File: src/rtl/cpuPkg.sv
`default_nettype none

package cpuPkg;

  localparam int dataWidth = 8;
  localparam int addrWidth = 16;

  // Register codes follow the opcode field order
  typedef logic [2:0] regCode;

  localparam regCode regB     = 3'd0;
  localparam regCode regC     = 3'd1;
  localparam regCode regD     = 3'd2;
  localparam regCode regE     = 3'd3;
  localparam regCode regH     = 3'd4;
  localparam regCode regL     = 3'd5;
  localparam regCode regHlMem = 3'd6;  // Memory at HL, not a register
  localparam regCode regA     = 3'd7;

  typedef enum logic [3:0] {
    fetch,
    readImm,
    readHl,
    writeHl,
    aluOp,
    incReg,
    decReg,
    loadPcLow,
    loadPcHigh,
    jump,
    setIe,
    clearIe,
    interruptJump,
    endFlow
  } uopCmd;

  typedef struct packed {
    uopCmd  cmd;
    logic   incPc;  // Advance PC when the micro-op completes
    logic   last;
    regCode dst;
  } uopWord;

  typedef logic [5:0] flowIndex;

  localparam flowIndex flowFetch     = 6'd0;
  localparam flowIndex flowInterrupt = 6'd1;
  localparam flowIndex flowLast      = 6'd19;  // Highest entry of the micro-op table

  localparam logic [addrWidth-1:0] vectorVblank = 16'h0040;
  localparam logic [addrWidth-1:0] vectorLcd    = 16'h0048;
  localparam logic [addrWidth-1:0] vectorTimer  = 16'h0050;
  localparam logic [addrWidth-1:0] vectorJoypad = 16'h0060;

  localparam logic [dataWidth-1:0] resetValueA = 8'h11;

endpackage

`default_nettype wire

File: src/rtl/microcodeRom.sv
`default_nettype none

module microcodeRom
(
  input  wire [cpuPkg::dataWidth-1:0] opcode,
  input  wire cpuPkg::flowIndex       flowAddr,
  output cpuPkg::flowIndex            opcodeFlow,
  output cpuPkg::uopWord              uop
);

  localparam cpuPkg::flowIndex flowNop   = 6'd2;
  localparam cpuPkg::flowIndex flowLdImm = 6'd3;   // Seven entries, B to A
  localparam cpuPkg::flowIndex flowAlu   = 6'd10;  // LD r,r' and the logic ops
  localparam cpuPkg::flowIndex flowInc   = 6'd11;
  localparam cpuPkg::flowIndex flowDec   = 6'd12;
  localparam cpuPkg::flowIndex flowLdAHl = 6'd13;
  localparam cpuPkg::flowIndex flowLdHlA = 6'd14;
  localparam cpuPkg::flowIndex flowJp    = 6'd15;
  localparam cpuPkg::flowIndex flowDi    = 6'd18;
  localparam cpuPkg::flowIndex flowEi    = 6'd19;

  logic [1:0] group;
  logic [2:0] yField;
  logic [2:0] zField;

  assign group  = opcode[7:6];
  assign yField = opcode[5:3];
  assign zField = opcode[2:0];

  function automatic cpuPkg::uopWord makeUop(cpuPkg::uopCmd cmd, logic incPc, logic last,
                                              cpuPkg::regCode dst);
    return {cmd, incPc, last, dst};
  endfunction

  // ------------------------------------------------------------------
  // Opcode to flow
  always_comb
  begin
    opcodeFlow = flowNop;
    if (opcode == 8'hC3)
      opcodeFlow = flowJp;
    else if (opcode == 8'hF3)
      opcodeFlow = flowDi;
    else if (opcode == 8'hFB)
      opcodeFlow = flowEi;
    else if (opcode == 8'h7E)
      opcodeFlow = flowLdAHl;
    else if (opcode == 8'h77)
      opcodeFlow = flowLdHlA;
    else if (group == 2'b01 && yField != cpuPkg::regHlMem && zField != cpuPkg::regHlMem)
      opcodeFlow = flowAlu;
    else if (group == 2'b10 && yField inside {[3'd4:3'd6]} && zField != cpuPkg::regHlMem)
      opcodeFlow = flowAlu;                    // AND, XOR, OR
    else if (group == 2'b00 && yField != cpuPkg::regHlMem)
    begin
      case (zField)
        3'd4:    opcodeFlow = flowInc;
        3'd5:    opcodeFlow = flowDec;
        3'd6:    opcodeFlow = flowLdImm + ((yField == cpuPkg::regA) ? 6'd6 : {3'd0, yField});
        default: opcodeFlow = flowNop;
      endcase
    end
  end

  // ------------------------------------------------------------------
  // Micro-op table
  always_comb
  begin
    case (flowAddr)
      cpuPkg::flowFetch:     uop = makeUop(cpuPkg::fetch, 1'b1, 1'b0, cpuPkg::regA);
      cpuPkg::flowInterrupt: uop = makeUop(cpuPkg::interruptJump, 1'b0, 1'b1, cpuPkg::regA);
      flowNop:               uop = makeUop(cpuPkg::endFlow, 1'b0, 1'b1, cpuPkg::regA);
      flowLdImm:             uop = makeUop(cpuPkg::readImm, 1'b1, 1'b1, cpuPkg::regB);
      flowLdImm + 6'd1:      uop = makeUop(cpuPkg::readImm, 1'b1, 1'b1, cpuPkg::regC);
      flowLdImm + 6'd2:      uop = makeUop(cpuPkg::readImm, 1'b1, 1'b1, cpuPkg::regD);
      flowLdImm + 6'd3:      uop = makeUop(cpuPkg::readImm, 1'b1, 1'b1, cpuPkg::regE);
      flowLdImm + 6'd4:      uop = makeUop(cpuPkg::readImm, 1'b1, 1'b1, cpuPkg::regH);
      flowLdImm + 6'd5:      uop = makeUop(cpuPkg::readImm, 1'b1, 1'b1, cpuPkg::regL);
      flowLdImm + 6'd6:      uop = makeUop(cpuPkg::readImm, 1'b1, 1'b1, cpuPkg::regA);
      flowAlu:               uop = makeUop(cpuPkg::aluOp, 1'b0, 1'b1, cpuPkg::regA);
      flowInc:               uop = makeUop(cpuPkg::incReg, 1'b0, 1'b1, cpuPkg::regA);
      flowDec:               uop = makeUop(cpuPkg::decReg, 1'b0, 1'b1, cpuPkg::regA);
      flowLdAHl:             uop = makeUop(cpuPkg::readHl, 1'b0, 1'b1, cpuPkg::regA);
      flowLdHlA:             uop = makeUop(cpuPkg::writeHl, 1'b0, 1'b1, cpuPkg::regA);
      flowJp:                uop = makeUop(cpuPkg::loadPcLow, 1'b1, 1'b0, cpuPkg::regA);
      flowJp + 6'd1:         uop = makeUop(cpuPkg::loadPcHigh, 1'b1, 1'b0, cpuPkg::regA);
      flowJp + 6'd2:         uop = makeUop(cpuPkg::jump, 1'b0, 1'b1, cpuPkg::regA);
      flowDi:                uop = makeUop(cpuPkg::clearIe, 1'b0, 1'b1, cpuPkg::regA);
      flowEi:                uop = makeUop(cpuPkg::setIe, 1'b0, 1'b1, cpuPkg::regA);
      default:               uop = makeUop(cpuPkg::endFlow, 1'b0, 1'b1, cpuPkg::regA);
    endcase
  end

endmodule

`default_nettype wire

File: src/rtl/flowSequencer.sv
`default_nettype none

module flowSequencer
(
  input  wire                          iClock,
  input  wire                          reset,
  input  wire cpuPkg::uopWord          uop,
  input  wire cpuPkg::flowIndex        opcodeFlow,
  input  wire                          stall,
  input  wire                          takeInterrupt,
  input  wire                          pcLoad,
  input  wire [cpuPkg::addrWidth-1:0]  pcTarget,
  output cpuPkg::flowIndex             flowAddr,
  output logic [cpuPkg::addrWidth-1:0] pc,
  output logic                         flowActive
);

  typedef enum logic [1:0] {
    stateAfterReset,
    stateStart,
    stateRun,
    stateEnd
  } flowState;

  flowState state;
  logic     stepDone;

  assign flowActive = (state == stateRun);
  assign stepDone   = flowActive && !stall;  // Micro-op completes this cycle

  // ------------------------------------------------------------------
  // Flow state machine
  always_ff @(posedge iClock)
  begin
    if (reset)
      state <= stateAfterReset;
    else
    begin
      case (state)
        stateAfterReset:
          state <= stateStart;
        stateStart:
          state <= stateRun;
        stateRun:
        begin
          if (stepDone && uop.last)
            state <= stateEnd;
        end
        default:
          state <= stateStart;
      endcase
    end
  end

  // Micro program counter
  always_ff @(posedge iClock)
  begin
    if (reset)
      flowAddr <= cpuPkg::flowFetch;
    else if (state == stateStart)
      flowAddr <= takeInterrupt ? cpuPkg::flowInterrupt : cpuPkg::flowFetch;
    else if (stepDone)
    begin
      if (uop.last)
        flowAddr <= cpuPkg::flowFetch;  // Park on fetch between flows
      else if (uop.cmd == cpuPkg::fetch)
        flowAddr <= opcodeFlow;
      else
        flowAddr <= flowAddr + 6'd1;
    end
  end

  // Program counter
  always_ff @(posedge iClock)
  begin
    if (reset)
      pc <= '0;
    else if (stepDone)
    begin
      if (pcLoad)
        pc <= pcTarget;
      else if (uop.incPc)
        pc <= pc + 16'd1;
    end
  end

  assert property (@(posedge iClock) disable iff (reset) flowAddr <= cpuPkg::flowLast)
    else $error("flowAddr %0d outside the micro-op table", flowAddr);

endmodule

`default_nettype wire

File: src/rtl/registerFile.sv
`default_nettype none

module registerFile
(
  input  wire                          iClock,
  input  wire                          reset,
  input  wire                          writeEnable,
  input  wire cpuPkg::regCode          writeReg,
  input  wire [cpuPkg::dataWidth-1:0]  writeData,
  input  wire                          flagsWrite,
  input  wire                          zeroFlag,
  input  wire                          subtractFlag,
  input  wire cpuPkg::regCode          readReg,
  output logic [cpuPkg::dataWidth-1:0] readData,
  output logic [cpuPkg::dataWidth-1:0] regA,
  output logic [cpuPkg::addrWidth-1:0] hl,
  output logic                         flagZ,
  output logic                         flagN
);

  // Indexed by register code, entry 6 stays zero
  logic [cpuPkg::dataWidth-1:0] regs [8];

  always_ff @(posedge iClock)
  begin
    if (reset)
    begin
      for (int i = 0; i < 8; i++)
        regs[i] <= '0;
      regs[cpuPkg::regA] <= cpuPkg::resetValueA;
    end
    else if (writeEnable)
      regs[writeReg] <= writeData;
  end

  always_ff @(posedge iClock)
  begin
    if (reset)
    begin
      flagZ <= 1'b0;
      flagN <= 1'b0;
    end
    else if (flagsWrite)
    begin
      flagZ <= zeroFlag;
      flagN <= subtractFlag;
    end
  end

  assign readData = regs[readReg];
  assign regA     = regs[cpuPkg::regA];
  assign hl       = {regs[cpuPkg::regH], regs[cpuPkg::regL]};

  // Memory operands never reach the write port
  assert property (@(posedge iClock) disable iff (reset)
    writeEnable |-> writeReg != cpuPkg::regHlMem)
    else $error("register write with code 6");

endmodule

`default_nettype wire

File: src/rtl/executeUnit.sv
`default_nettype none

module executeUnit
(
  input  wire                          iClock,
  input  wire                          reset,
  input  wire cpuPkg::uopWord          uop,
  input  wire                          flowActive,
  output logic [cpuPkg::dataWidth-1:0] opcode,
  input  wire [cpuPkg::addrWidth-1:0]  pc,
  input  wire [cpuPkg::addrWidth-1:0]  hl,
  input  wire [cpuPkg::dataWidth-1:0]  regA,
  input  wire [cpuPkg::dataWidth-1:0]  readData,
  input  wire [cpuPkg::dataWidth-1:0]  memReadData,
  input  wire                          memReady,
  input  wire [cpuPkg::addrWidth-1:0]  vector,
  output logic                         memValid,
  output logic                         memWrite,
  output logic [cpuPkg::addrWidth-1:0] memAddr,
  output logic [cpuPkg::dataWidth-1:0] memWriteData,
  output logic                         stall,
  output cpuPkg::regCode               readReg,
  output logic                         writeEnable,
  output cpuPkg::regCode               writeReg,
  output logic [cpuPkg::dataWidth-1:0] writeData,
  output logic                         flagsWrite,
  output logic                         zeroFlag,
  output logic                         subtractFlag,
  output logic                         pcLoad,
  output logic [cpuPkg::addrWidth-1:0] pcTarget,
  output logic                         setIe,
  output logic                         clearIe
);

  logic [cpuPkg::dataWidth-1:0] opcodeLatch;
  logic [cpuPkg::dataWidth-1:0] targetLow;
  logic [cpuPkg::dataWidth-1:0] targetHigh;
  logic                         busCmd;
  logic                         busDone;
  logic                         hlCmd;
  logic                         fetchDone;

  // ------------------------------------------------------------------
  // Bus handshake
  always_comb
  begin
    case (uop.cmd)
      cpuPkg::fetch, cpuPkg::readImm, cpuPkg::readHl, cpuPkg::writeHl,
      cpuPkg::loadPcLow, cpuPkg::loadPcHigh:
        busCmd = 1'b1;
      default:
        busCmd = 1'b0;
    endcase
  end

  assign hlCmd        = (uop.cmd == cpuPkg::readHl) || (uop.cmd == cpuPkg::writeHl);
  assign memValid     = flowActive && busCmd;
  assign memWrite     = memValid && (uop.cmd == cpuPkg::writeHl);
  assign memAddr      = hlCmd ? hl : pc;
  assign memWriteData = regA;
  assign stall        = memValid && !memReady;
  assign busDone      = memValid && memReady;
  assign fetchDone    = busDone && (uop.cmd == cpuPkg::fetch);

  always_ff @(posedge iClock)
  begin
    if (fetchDone)
      opcodeLatch <= memReadData;
    if (busDone && uop.cmd == cpuPkg::loadPcLow)
      targetLow <= memReadData;
    if (busDone && uop.cmd == cpuPkg::loadPcHigh)
      targetHigh <= memReadData;
  end

  // Bypass so the opcode flow is chosen on the edge the fetch completes
  assign opcode = fetchDone ? memReadData : opcodeLatch;

  // ------------------------------------------------------------------
  // Register, flag and PC controls
  always_comb
  begin
    readReg      = opcodeLatch[2:0];
    writeEnable  = 1'b0;
    writeReg     = uop.dst;
    writeData    = memReadData;
    flagsWrite   = 1'b0;
    subtractFlag = 1'b0;
    pcLoad       = 1'b0;
    pcTarget     = {targetHigh, targetLow};
    case (uop.cmd)
      cpuPkg::readImm, cpuPkg::readHl:
        writeEnable = busDone;
      cpuPkg::aluOp:
      begin
        writeEnable = flowActive;
        if (opcodeLatch[7:6] == 2'b01)   // LD r,r' keeps the flags
        begin
          writeReg  = opcodeLatch[5:3];
          writeData = readData;
        end
        else
        begin
          writeReg   = cpuPkg::regA;
          flagsWrite = flowActive;
          case (opcodeLatch[4:3])
            2'b00:   writeData = regA & readData;
            2'b01:   writeData = regA ^ readData;
            default: writeData = regA | readData;
          endcase
        end
      end
      cpuPkg::incReg, cpuPkg::decReg:
      begin
        readReg      = opcodeLatch[5:3];
        writeReg     = opcodeLatch[5:3];
        writeEnable  = flowActive;
        flagsWrite   = flowActive;
        subtractFlag = (uop.cmd == cpuPkg::decReg);
        writeData    = subtractFlag ? readData - 8'd1 : readData + 8'd1;
      end
      cpuPkg::jump:
        pcLoad = flowActive;
      cpuPkg::interruptJump:
      begin
        pcLoad   = flowActive;
        pcTarget = vector;
      end
      default:
        pcLoad = 1'b0;
    endcase
  end

  assign zeroFlag = (writeData == '0);
  assign setIe    = flowActive && (uop.cmd == cpuPkg::setIe);
  assign clearIe  = flowActive && (uop.cmd == cpuPkg::clearIe);

  // Held request keeps its address until the memory accepts it
  assert property (@(posedge iClock) disable iff (reset)
    memValid && !memReady |=> memValid && $stable(memAddr))
    else $error("memAddr changed while the request was waiting");

endmodule

`default_nettype wire

File: src/rtl/interruptControl.sv
`default_nettype none

module interruptControl
(
  input  wire                          iClock,
  input  wire                          reset,
  input  wire [3:0]                    interruptRequest,
  input  wire                          setIe,
  input  wire                          clearIe,
  input  wire cpuPkg::uopWord          uop,
  output logic                         takeInterrupt,
  output logic [cpuPkg::addrWidth-1:0] vector
);

  logic [3:0] pending;
  logic       enable;
  logic       jumpTaken;

  // Only seen in run flow, the sequencer parks on fetch otherwise
  assign jumpTaken = (uop.cmd == cpuPkg::interruptJump);

  always_ff @(posedge iClock)
  begin
    if (reset)
    begin
      pending <= '0;
      enable  <= 1'b0;
    end
    else
    begin
      pending <= jumpTaken ? 4'b0 : (pending | interruptRequest);
      if (jumpTaken || clearIe)
        enable <= 1'b0;
      else if (setIe)
        enable <= 1'b1;
    end
  end

  assign takeInterrupt = enable && (pending != 4'b0);

  // Lowest pending bit wins
  always_comb
  begin
    if (pending[0])
      vector = cpuPkg::vectorVblank;
    else if (pending[1])
      vector = cpuPkg::vectorLcd;
    else if (pending[2])
      vector = cpuPkg::vectorTimer;
    else
      vector = cpuPkg::vectorJoypad;
  end

endmodule

`default_nettype wire

File: src/rtl/cpuCore.sv
`default_nettype none

module cpuCore
(
  input  wire                         iClock,
  input  wire                         reset,
  output wire                         memValid,
  output wire                         memWrite,
  output wire [cpuPkg::addrWidth-1:0] memAddr,
  output wire [cpuPkg::dataWidth-1:0] memWriteData,
  input  wire                         memReady,
  input  wire [cpuPkg::dataWidth-1:0] memReadData,
  input  wire [3:0]                   interruptRequest
);

  // ------------------------------------------------------------------
  // Sequencing and microcode
  wire cpuPkg::uopWord          uop;
  wire cpuPkg::flowIndex        flowAddr;
  wire cpuPkg::flowIndex        opcodeFlow;
  wire [cpuPkg::dataWidth-1:0]  opcode;
  wire [cpuPkg::addrWidth-1:0]  pc;
  wire                          flowActive;
  wire                          stall;
  wire                          pcLoad;
  wire [cpuPkg::addrWidth-1:0]  pcTarget;

  // Register file
  wire cpuPkg::regCode          readReg;
  wire [cpuPkg::dataWidth-1:0]  readData;
  wire [cpuPkg::dataWidth-1:0]  regA;
  wire [cpuPkg::addrWidth-1:0]  hl;
  wire                          writeEnable;
  wire cpuPkg::regCode          writeReg;
  wire [cpuPkg::dataWidth-1:0]  writeData;
  wire                          flagsWrite;
  wire                          zeroFlag;
  wire                          subtractFlag;

  // Interrupts
  wire                          takeInterrupt;
  wire [cpuPkg::addrWidth-1:0]  vector;
  wire                          setIe;
  wire                          clearIe;

  flowSequencer sequencer (.*);

  microcodeRom rom (.*);

  // No branch in this subset reads the flags
  registerFile regFile (.*, .flagZ(), .flagN());

  executeUnit execute (.*);

  interruptControl interrupts (.*);

endmodule

`default_nettype wire

File: config.mk
export PLATFORM = sky130hd
export DESIGN_NAME = cpuCore
export DESIGN_NICKNAME = d
export VERILOG_FILES = /design/src/rtl/cpuPkg.sv /design/src/rtl/microcodeRom.sv /design/src/rtl/flowSequencer.sv /design/src/rtl/registerFile.sv /design/src/rtl/executeUnit.sv /design/src/rtl/interruptControl.sv /design/src/rtl/cpuCore.sv
export SDC_FILE = /design/constraint.sdc
export NUM_CORES = 1
export LEC_CHECK = 0
export BUFFER_PORTS_ARGS = -buffer_cell sky130_fd_sc_hd__buf_2
export CORE_ASPECT_RATIO = 0.8
export CORE_MARGIN = 5
export CORE_UTILIZATION = 60
export DETAILED_ROUTE_END_ITERATION = 8
export MAX_ROUTING_LAYER = met4
export PLACE_DENSITY = 0.78
export SYNTH_ARGS = -nofsm -noshare
export SYNTH_HDL_FRONTEND = slang
export SYNTH_SLANG_ARGS = --single-unit
File: constraint.sdc
create_clock -name iClock -period 10.23 [get_ports iClock]
set_clock_uncertainty 0.05 [all_clocks]
set_input_delay 2.046 -clock iClock [delete_from_list [all_inputs] [get_ports iClock]]
set_output_delay 2.046 -clock iClock [all_outputs]
set_load 0.05 [all_outputs]
; After elaboration in Yosys (flattened, before gate mapping)
; Memories as Yosys holds them, arrays and structs flattened. A register that Yosys moved wholly into a read port is not among the register bits.
; Cells that the tools add are included.
[totals]
n_memories = 2
out_inout_bits = 26
input_bits = 15
word_cells = 136
ramBits = 64
register_bits = 53
mem_bits_ro = 288
[mem_list]
columns = memory, depth, word_bits, read_ports, rd_clocked_by_memory_dff, write_ports, line_no
row1 = (name not given), 32, 9, 1, 1, 0, microcodeRom.sv:69  ; case (flowAddr)
row2 = regFile.regs, 8, 8, 4, 0, 8, registerFile.sv:22  ; logic [cpuPkg::dataWidth-1:0] regs [8];
[classes]
eq_ne = 30
order_cmp = 2
n_mux = 47
n_addsub = 5
bitwise_logic = 5
reduce_logical = 37
[op_table]
columns = op, count
row1 = $mux 16, 6
row2 = $mux 6, 13
row3 = $mux 8, 5
row4 = $pmux 8 s2, 2
row5 = $eq 8x8->1 const B, 3
row6 = $eq 4x4->1 const B, 5
row7 = $logic_and 1x1->1, 18
row8 = $pmux 6 s3, 1
row9 = $add 16x1->16 const B, 1
row10 = $eq 4x3->1 const B, 4
row11 = $eq 8x7->1 const B, 2
row12 = $eq 3x3->1 const B, 4
row13 = $mux 3, 4
row14 = $mux 5, 2
row15 = $reduce_or 2->1, 5
row16 = $mux 1, 9
row17 = $mux 9, 1
row18 = $add 8x1->8 const B, 1
row19 = $and 8x8->8, 1
row20 = $eq 2x1->1 const B, 4
row21 = $eq 4x2->1 const B, 2
row22 = $or 8x8->8, 1
row23 = $reduce_or 8->1, 1
row24 = $sub 8x1->8 const B, 1
row25 = 24 further kinds, 30

; Longest topological paths before layout
; Gate-level depths: netlist (run 1).
[depth]
word_depth = 26
ltp_mapped = 18
depth_no_buf = 17

; Cells and area by module
; A second synthesis (run 1) with hierarchy kept.
[hier_totals]
hier_cells = 786
area_unflattened_um2 = 7977.7
[modules_own_cells]
columns = mod, seq_area_each_um2, area_each_um2, cells_each, n_inst
row1 = registerFile, 1961.9, 3052.9, 200, 1
row2 = executeUnit, 640.6, 2506.2, 272, 1
row3 = flowSequencer, 480.5, 1567.8, 197, 1
row4 = microcodeRom, 0.0, 536.8, 82, 1
row5 = interruptControl, 100.1, 314.1, 35, 1

; Worst setup path after synthesis (run 1)
; Ideal clock, no wire load.
[synth_path]
path_type = in2reg
startpoint = in memReady
endpoint = reg with a tool-made name
stages = 15
setup_ps = 135
t_arrival_ps = 4449
path_slack_ps = 5596
path_buffers = 2
required_time_ps = 10045
cell_sequence = nand4bb_1 > nor2_1 > buf_2 > a21o_1 > inv_1 > ha_1 > xnor2_1 > a21oi_1 > mux2i_1 > a2111oi_0 > o31a_1 > or2_1 > buf_2 > and2_1 > o221ai_1
[synth_lines]
columns = element, line_no
row1 = "start, declared", cpuCore.sv:11  ; input wire memReady,

==> impl_metrics.py, run 1 <==
metrics = {
    "status": {
        "status": "finished clean",
    },
    "placed_design": {
        "hpwl_um": 16060,
        "portBuffers": 40,
        "gp_congestion": 0.9666,
        "dp.cells": 995,
    },
    "global_routing": {
        "grt_pass1_wl_um": 35310,
        "grt_antenna_before_repair": 0,
        "grt.total_usage_pct": 29.61,
        "grt_max_degree": 32,
        "grt-ovfl-total": 0,
        "grt_pass1_vias": 6430,
    },
    "job": {
        "maxCapViolations": 0,
    },
    "synth": {
        "syn_nets": 876,
        "netlist_area_um2": 7891,
        "synth_async_sr_flop_share_pct": 0,
        "ys_types": 84,
        "syn_area_per_cell_um2": 9.531,
        "yosysWarnings": 0,
        "yosysSeqAreaShare_pct": 42.11,
        "syn_inst": 828,
        "synth_seq_cells": 126,
        "synth_edf_count": 80,
        "synth_top_flop_cell": "edfxtp_1",
    },
    "timing": {
        "max_freq_mhz": 183.9,
        "tns_ns": 0,
        "slew_violations": 0,
        "max_slew_margin_pct": 5.558,
        "fin_crit_sh_pct": 53.17,
        "hold_viol": 0,
        "grt_setup_unrepaired": "false",
        "period_minus_slack_ns": 5.439,
        "worst_pin_slew_ns": 1.417,
        "setup_viol": 0,
    },
    "cts": {
        "htree_levels": 4,
        "numCtsBuffers": 17,
        "cts_resized": 0,
        "path_clk_slew_ns": 0.06,
        "worstSkewPairLatency_ns": 0.43,
        "cts_tree": "yes",
        "cts_hold_buf": 0,
        "cts-root-buf": "clkbuf_16",
        "post_cts_buffers": 0,
        "cts.sink_count": 126,
        "clock_path_buffers": 2,
    },
    "power_and_ir_drop": {
        "power_leakage_nw": 3.548,
        "p_int_mw": 1.263,
        "comb_power_share_pct": 37.4,
        "power.density_nw_per_um2": 238.3,
        "p_sw_share_pct": 39.34,
        "power.share.clock_pct": 30.2,
        "power_switching_mw": 0.8195,
        "worst_ir_drop_vdd_uv": 168.4,
        "power.share.sequential_pct": 32.4,
    },
    "floorplanning": {
        "num_io_pins": 41,
        "die_h_um": 112.6,
        "die_w_um": 138.2,
        "die_area_um2": 15560,
        "row_count": 37,
        "core_area_um2": 12870,
        "initial_core_util_pct": 61.32,
    },
    "route": {
        "totalWireLength_um": 22410,
        "drc_errors": 0,
        "vias": 6892,
        "routedWlPerCell_um": 21.84,
        "ant_nets": 0,
        "dr.pass1.iters": 6,
        "dr.first_iter.drc_count": 918,
        "routed_via_density": 6.717,
    },
    "finish": {
        "instances_no_fill": 1026,
        "drive_gt1_share_pct": 13.40,
        "final_nets": 887,
        "num_antenna_cells": 0,
        "most-common-layout-cells": "nor2_1 (110), edfxtp_1 (80), nand2_1 (76)",
        "multi_input_area_um2": 4220,
        "layout_commonest_cell": "nor2_1",
        "n_fill_cell": 1001,
        "regArea_um2": 3323,
        "area_growth_pct": 10.75,
    },
    "worst_setup_path": {
        "worstPathArrival_ns": 5.55,
        "cp_max_fo": 11,
        "ff2ff_path_depth": 15,
        "critPathKind": "flop to flop",
        "startpoint_type": "flop",
        "r2r_slack_ns": 4.79,
        "cp-end-kind": "flop",
        "worst_ep_required_time_ns": 10.34,
    },
    "hold_path": {
        "hold_depth": 1,
        "holdCritPathClass": "flop to flop",
    },
}
==> path summary, 6_finish.rpt <==
path                                         start                                to
setup reg to reg                              flop  regFile.regs[5][6]$_SDFFCE_PN0P_
hold reg to reg   interrupts.pending[3]$_SDFF_PP0_  interrupts.pending[3]$_SDFF_PP0_
hold / removal    interrupts.pending[3]$_SDFF_PP0_  interrupts.pending[3]$_SDFF_PP0_
setup / recovery                              flop  regFile.regs[5][6]$_SDFFCE_PN0P_
==> final cells by class <==
type                    instances  share of cell area [%]
clock buffers                  17                   4.868
clock inverters                14                   2.090
inverters                      35                   1.503
multi-input cells             614                   48.29
flip-flops and latches        126                   38.02
well taps                     175                   2.505
repair buffers                 45                   2.720
==> through the flow <==
step                      setup WS, ns  cell area, um^2  total power [mW]  hold slack [ns]  utilization, %
after floorplan                  5.596             7891             1.235           0.3917               -
after global placement           4.698             8132             1.397           0.4057           63.18
after detailed placement         4.492             8132             1.433           0.4054           63.18
after CTS                        4.875             8740             2.061           0.4187           67.91
after global routing             4.428             8740             2.183           0.4570           67.91
final                            4.791             8740             2.083           0.4184           67.91
==> cell families after synthesis <==
group	Yosys count	share of synthesized area (%)
adders and majority gates	33	5.327
xor gates and xnor gates	14	1.887
AOI/OAI and AO/OA	183	15.49
buffers and inverters	88	4.408
muxes	51	9.925
and+or+nand+nor	333	20.85
DFF	126	42.11
==> synthesized netlist by cell type (7+ instances only) <==
| cell type | count | area (um^2) |
|---|---|---|
| o21ai_0 | 32 | 160.2 |
| and2_1 | 9 | 56.30 |
| ha_1 | 32 | 400.4 |
| nor3_1 | 19 | 95.09 |
| buf_2 | 8 | 40.04 |
| o21a_1 | 9 | 67.56 |
| a21oi_1 | 51 | 255.2 |
| nor4_1 | 7 | 43.79 |
| edfxtp_1 | 80 | 2402 |
| mux2i_1 | 18 | 180.2 |
| nor2b_1 | 13 | 81.33 |
| mux4_1 | 10 | 262.8 |
| nor2_1 | 110 | 412.9 |
| inv_1 | 32 | 120.1 |
| a221oi_1 | 7 | 61.31 |
| nand4_1 | 9 | 56.30 |
| dfxtp_1 | 46 | 920.9 |
| a211oi_1 | 15 | 112.6 |
| nand2b_1 | 17 | 106.4 |
| clkbuf_1 | 41 | 153.9 |
| mux2_2 | 15 | 168.9 |
| xnor2_1 | 7 | 61.31 |
| nand2_1 | 76 | 285.3 |
| and3_1 | 15 | 93.84 |
| nand3_1 | 18 | 90.09 |
==> per-layer routing <==
layer / global-route usage [%] / vias to the layer above / wire length [um]
met5: - / - / 0
met1: 40.52 / 3292 / 9078
met2: 44.77 / 475 / 10230
li1: - / 3088 / -
met4: 7.242 / 0 / 345
met3: 7.283 / 37 / 2757
==> state kept, by name, indices dropped and copies added (netlist names), named ones only <==
name / cells
interrupts.enable: 1
sequencer.state: 2
regFile.regs: 64
interrupts.pending: 4
sequencer.pc: 16
execute.targetLow: 8
sequencer.flowAddr: 6
execute.opcodeLatch: 8
execute.targetHigh: 8
==> critical path, cell delays in order, from the launching register on <==
cell,delay (ns)
dfxtp_1,0.57
nor3b_2,0.55
nand2_4,0.18
mux2i_4,0.50
mux4_1,0.65
mux2i_1,0.42
inv_1,0.19
fa_1,0.47
a21o_1,0.21
a21oi_1,0.23
o21bai_1,0.10
a21oi_1,0.18
xnor2_1,0.09
a222oi_1,0.22
o21a_1,0.44
nor2_1,0.10
==> power groups by stage <==
stage	sequential [mW]	combinational, mW	clock, mW
2_1_floorplan	0.625	0.609	0
5_1_grt	0.681	0.845	0.657
3_3_place_gp	0.677	0.720	0
3_5_place_dp	0.681	0.752	0
6_report	0.675	0.778	0.629
4_1_cts	0.671	0.760	0.631
Note: power is estimated with default switching activity, not from simulation.
==> run 2, diff against run 1 <==
- CORE_UTILIZATION: 60 -> 56
- PLACE_DENSITY: 0.78 -> 0.77
- clock period: 10.23 -> 4.6 ns (I/O delays scaled with it)
==> impl_metrics.py, run 2 (same netlist as run 1, synthesis figures left out) <==
metrics = {
    "worst_setup_path": {
        "cp_max_fo": 8,
        "critPathKind": "flop to flop",
        "cp-end-kind": "flop",
        "worst_ep_required_time_ns": 4.70,
        "startpoint_type": "flop",
        "worstPathArrival_ns": 4.53,
    },
    "placed_design": {
        "portBuffers": 40,
        "hpwl_um": 16790,
        "gp_congestion": 0.9557,
    },
    "timing": {
        "period_minus_slack_ns": 4.428,
        "slew_violations": 0,
        "hold_viol": 0,
        "hold_slack_ns": 0.4186,
        "worst_pin_slew_ns": 1.086,
        "max_freq_mhz": 225.9,
        "grt_setup_unrepaired": "false",
        "setup_viol": 0,
        "fin_crit_sh_pct": 96.25,
        "max_slew_margin_pct": 27.01,
    },
    "status": {
        "status": "finished clean",
    },
    "cts": {
        "cts_hold_buf": 0,
        "cts-root-buf": "clkbuf_16",
        "numCtsBuffers": 17,
        "cts_tree": "yes",
        "path_clk_slew_ns": 0.06,
        "clock_path_buffers": 2,
        "cts.sink_count": 126,
        "worstSkewPairLatency_ns": 0.43,
        "htree_levels": 4,
    },
    "floorplanning": {
        "die_h_um": 116.2,
        "row_count": 38,
        "die_w_um": 142.7,
        "die_area_um2": 16580,
        "core_area_um2": 13690,
        "num_io_pins": 41,
        "initial_core_util_pct": 57.63,
    },
    "route": {
        "drc_errors": 0,
        "dr.pass1.iters": 7,
        "routedWlPerCell_um": 22.06,
        "routed_via_density": 6.696,
        "totalWireLength_um": 23340,
        "vias": 7084,
        "ant_nets": 0,
        "dr.first_iter.drc_count": 1132,
    },
    "finish": {
        "drive_gt1_share_pct": 16.51,
        "most-common-layout-cells": "nor2_1 (110), edfxtp_1 (80), nand2_1 (76)",
        "reg_top3": "regFile.regs x64, sequencer.pc x16",
        "num_antenna_cells": 0,
        "area_growth_pct": 13.54,
        "final_nets": 913,
        "n_fill_cell": 978,
        "largest_register_ffs": 64,
        "multi_input_area_um2": 4265,
        "layout_commonest_cell": "nor2_1",
        "regMostFlops": "regFile.regs",
        "regArea_um2": 3324,
    },
    "global_routing": {
        "grt_pass1_wl_um": 36400,
        "grt_max_degree": 31,
        "grt-ovfl-total": 0,
        "grt_antenna_before_repair": 0,
        "grt.total_usage_pct": 29.54,
        "grt_pass1_vias": 6650,
    },
    "power_and_ir_drop": {
        "power.density_nw_per_um2": 528.1,
        "worst_ir_drop_vdd_uv": 324.7,
        "power_mw": 4.732,
        "power_leakage_nw": 3.668,
    },
    "job": {
        "maxCapViolations": 0,
    },
    "hold_path": {
        "holdCritPathClass": "flop to flop",
    },
}
==> run 2: changes by cell type in the layout (fill, tap and decap cells not counted), sizes merged <==
cell and change:
inv -4, buf +26, clkinvlp -1, clkinv +3
clkbuf +3
==> run 2: layer usage <==
layer | wire [um] | global-route usage (%) | vias to the layer above | part of all wire (%)
met2 | 10160 | 43.34 | 572 | 44
met3 | 3166 | 7.245 | 81 | 14
met1 | 9271 | 39.87 | 3300 | 40
li1 | - | - | 3131 | -
met4 | 735 | 11.46 | 0 | 3.1
met5 | 0 | - | - | 0
==> run 2: layout make-up <==
class	instances	share of cell area, %
clock buffer	20	4.874
clock inverter	12	1.606
inverter	35	1.466
multi-input combinational	614	47.61
sequential	126	37.10
tap	180	2.514
timing repair buffer	71	4.832
==> run 2: path summary, 6_finish.rpt <==
kind	startpoint	end	slack [ns]	cells past startpoint
setup / recovery	sequencer.flowAddr[5]$_SDFFE_PP0N_	regFile.regs[2][7]$_SDFFCE_PN0P_	0.17	14
hold / removal	interrupts.pending[3]$_SDFF_PP0_	interrupts.pending[3]$_SDFF_PP0_	0.42	1
setup reg to reg	sequencer.flowAddr[5]$_SDFFE_PP0N_	regFile.regs[2][7]$_SDFFCE_PN0P_	0.17	14
hold reg to reg	interrupts.pending[3]$_SDFF_PP0_	interrupts.pending[3]$_SDFF_PP0_	0.42	1
==> run 2: repair_timing <==
action,CTS,global route
pin swaps,0,1
gates resized for setup,1,10
buffers inserted,0,0
setup endpoints to repair,8,25
==> run 2: metrics by stage <==
step	std cells	util, %	instance area, um^2	worst slack (ns)	setup TNS (ns)
floorplan	828	-	7891	0.5412	0
global placement	1026	60.86	8333	0.06461	0
detailed placement	1026	60.86	8333	-0.1225	-0.8855
CTS	1058	65.12	8917	0.03851	0
global route	1058	65.43	8960	0.007117	0
finish	1058	65.43	8960	0.1724	0
==> run 2: report_power, final <==
part	internal (mW)	switching, mW	total, mW
clock network	0.846	0.485	1.33
logic	0.762	1.20	1.96
registers	1.30	0.135	1.44
==> run 2: worst max-delay path, stage by stage, from the launching register on <==
cell and delay (ns):
dfxtp_1 0.32, or3b_1 0.40, buf_4 0.19, o21ai_0 0.33, and2_2 0.35, mux4_2 0.54, mux2i_2 0.30, inv_1 0.12
ha_1 0.34, nor2b_1 0.15, a41oi_1 0.22, a31oi_1 0.17, o21a_1 0.17, nor3_4 0.42, nor2_1 0.08
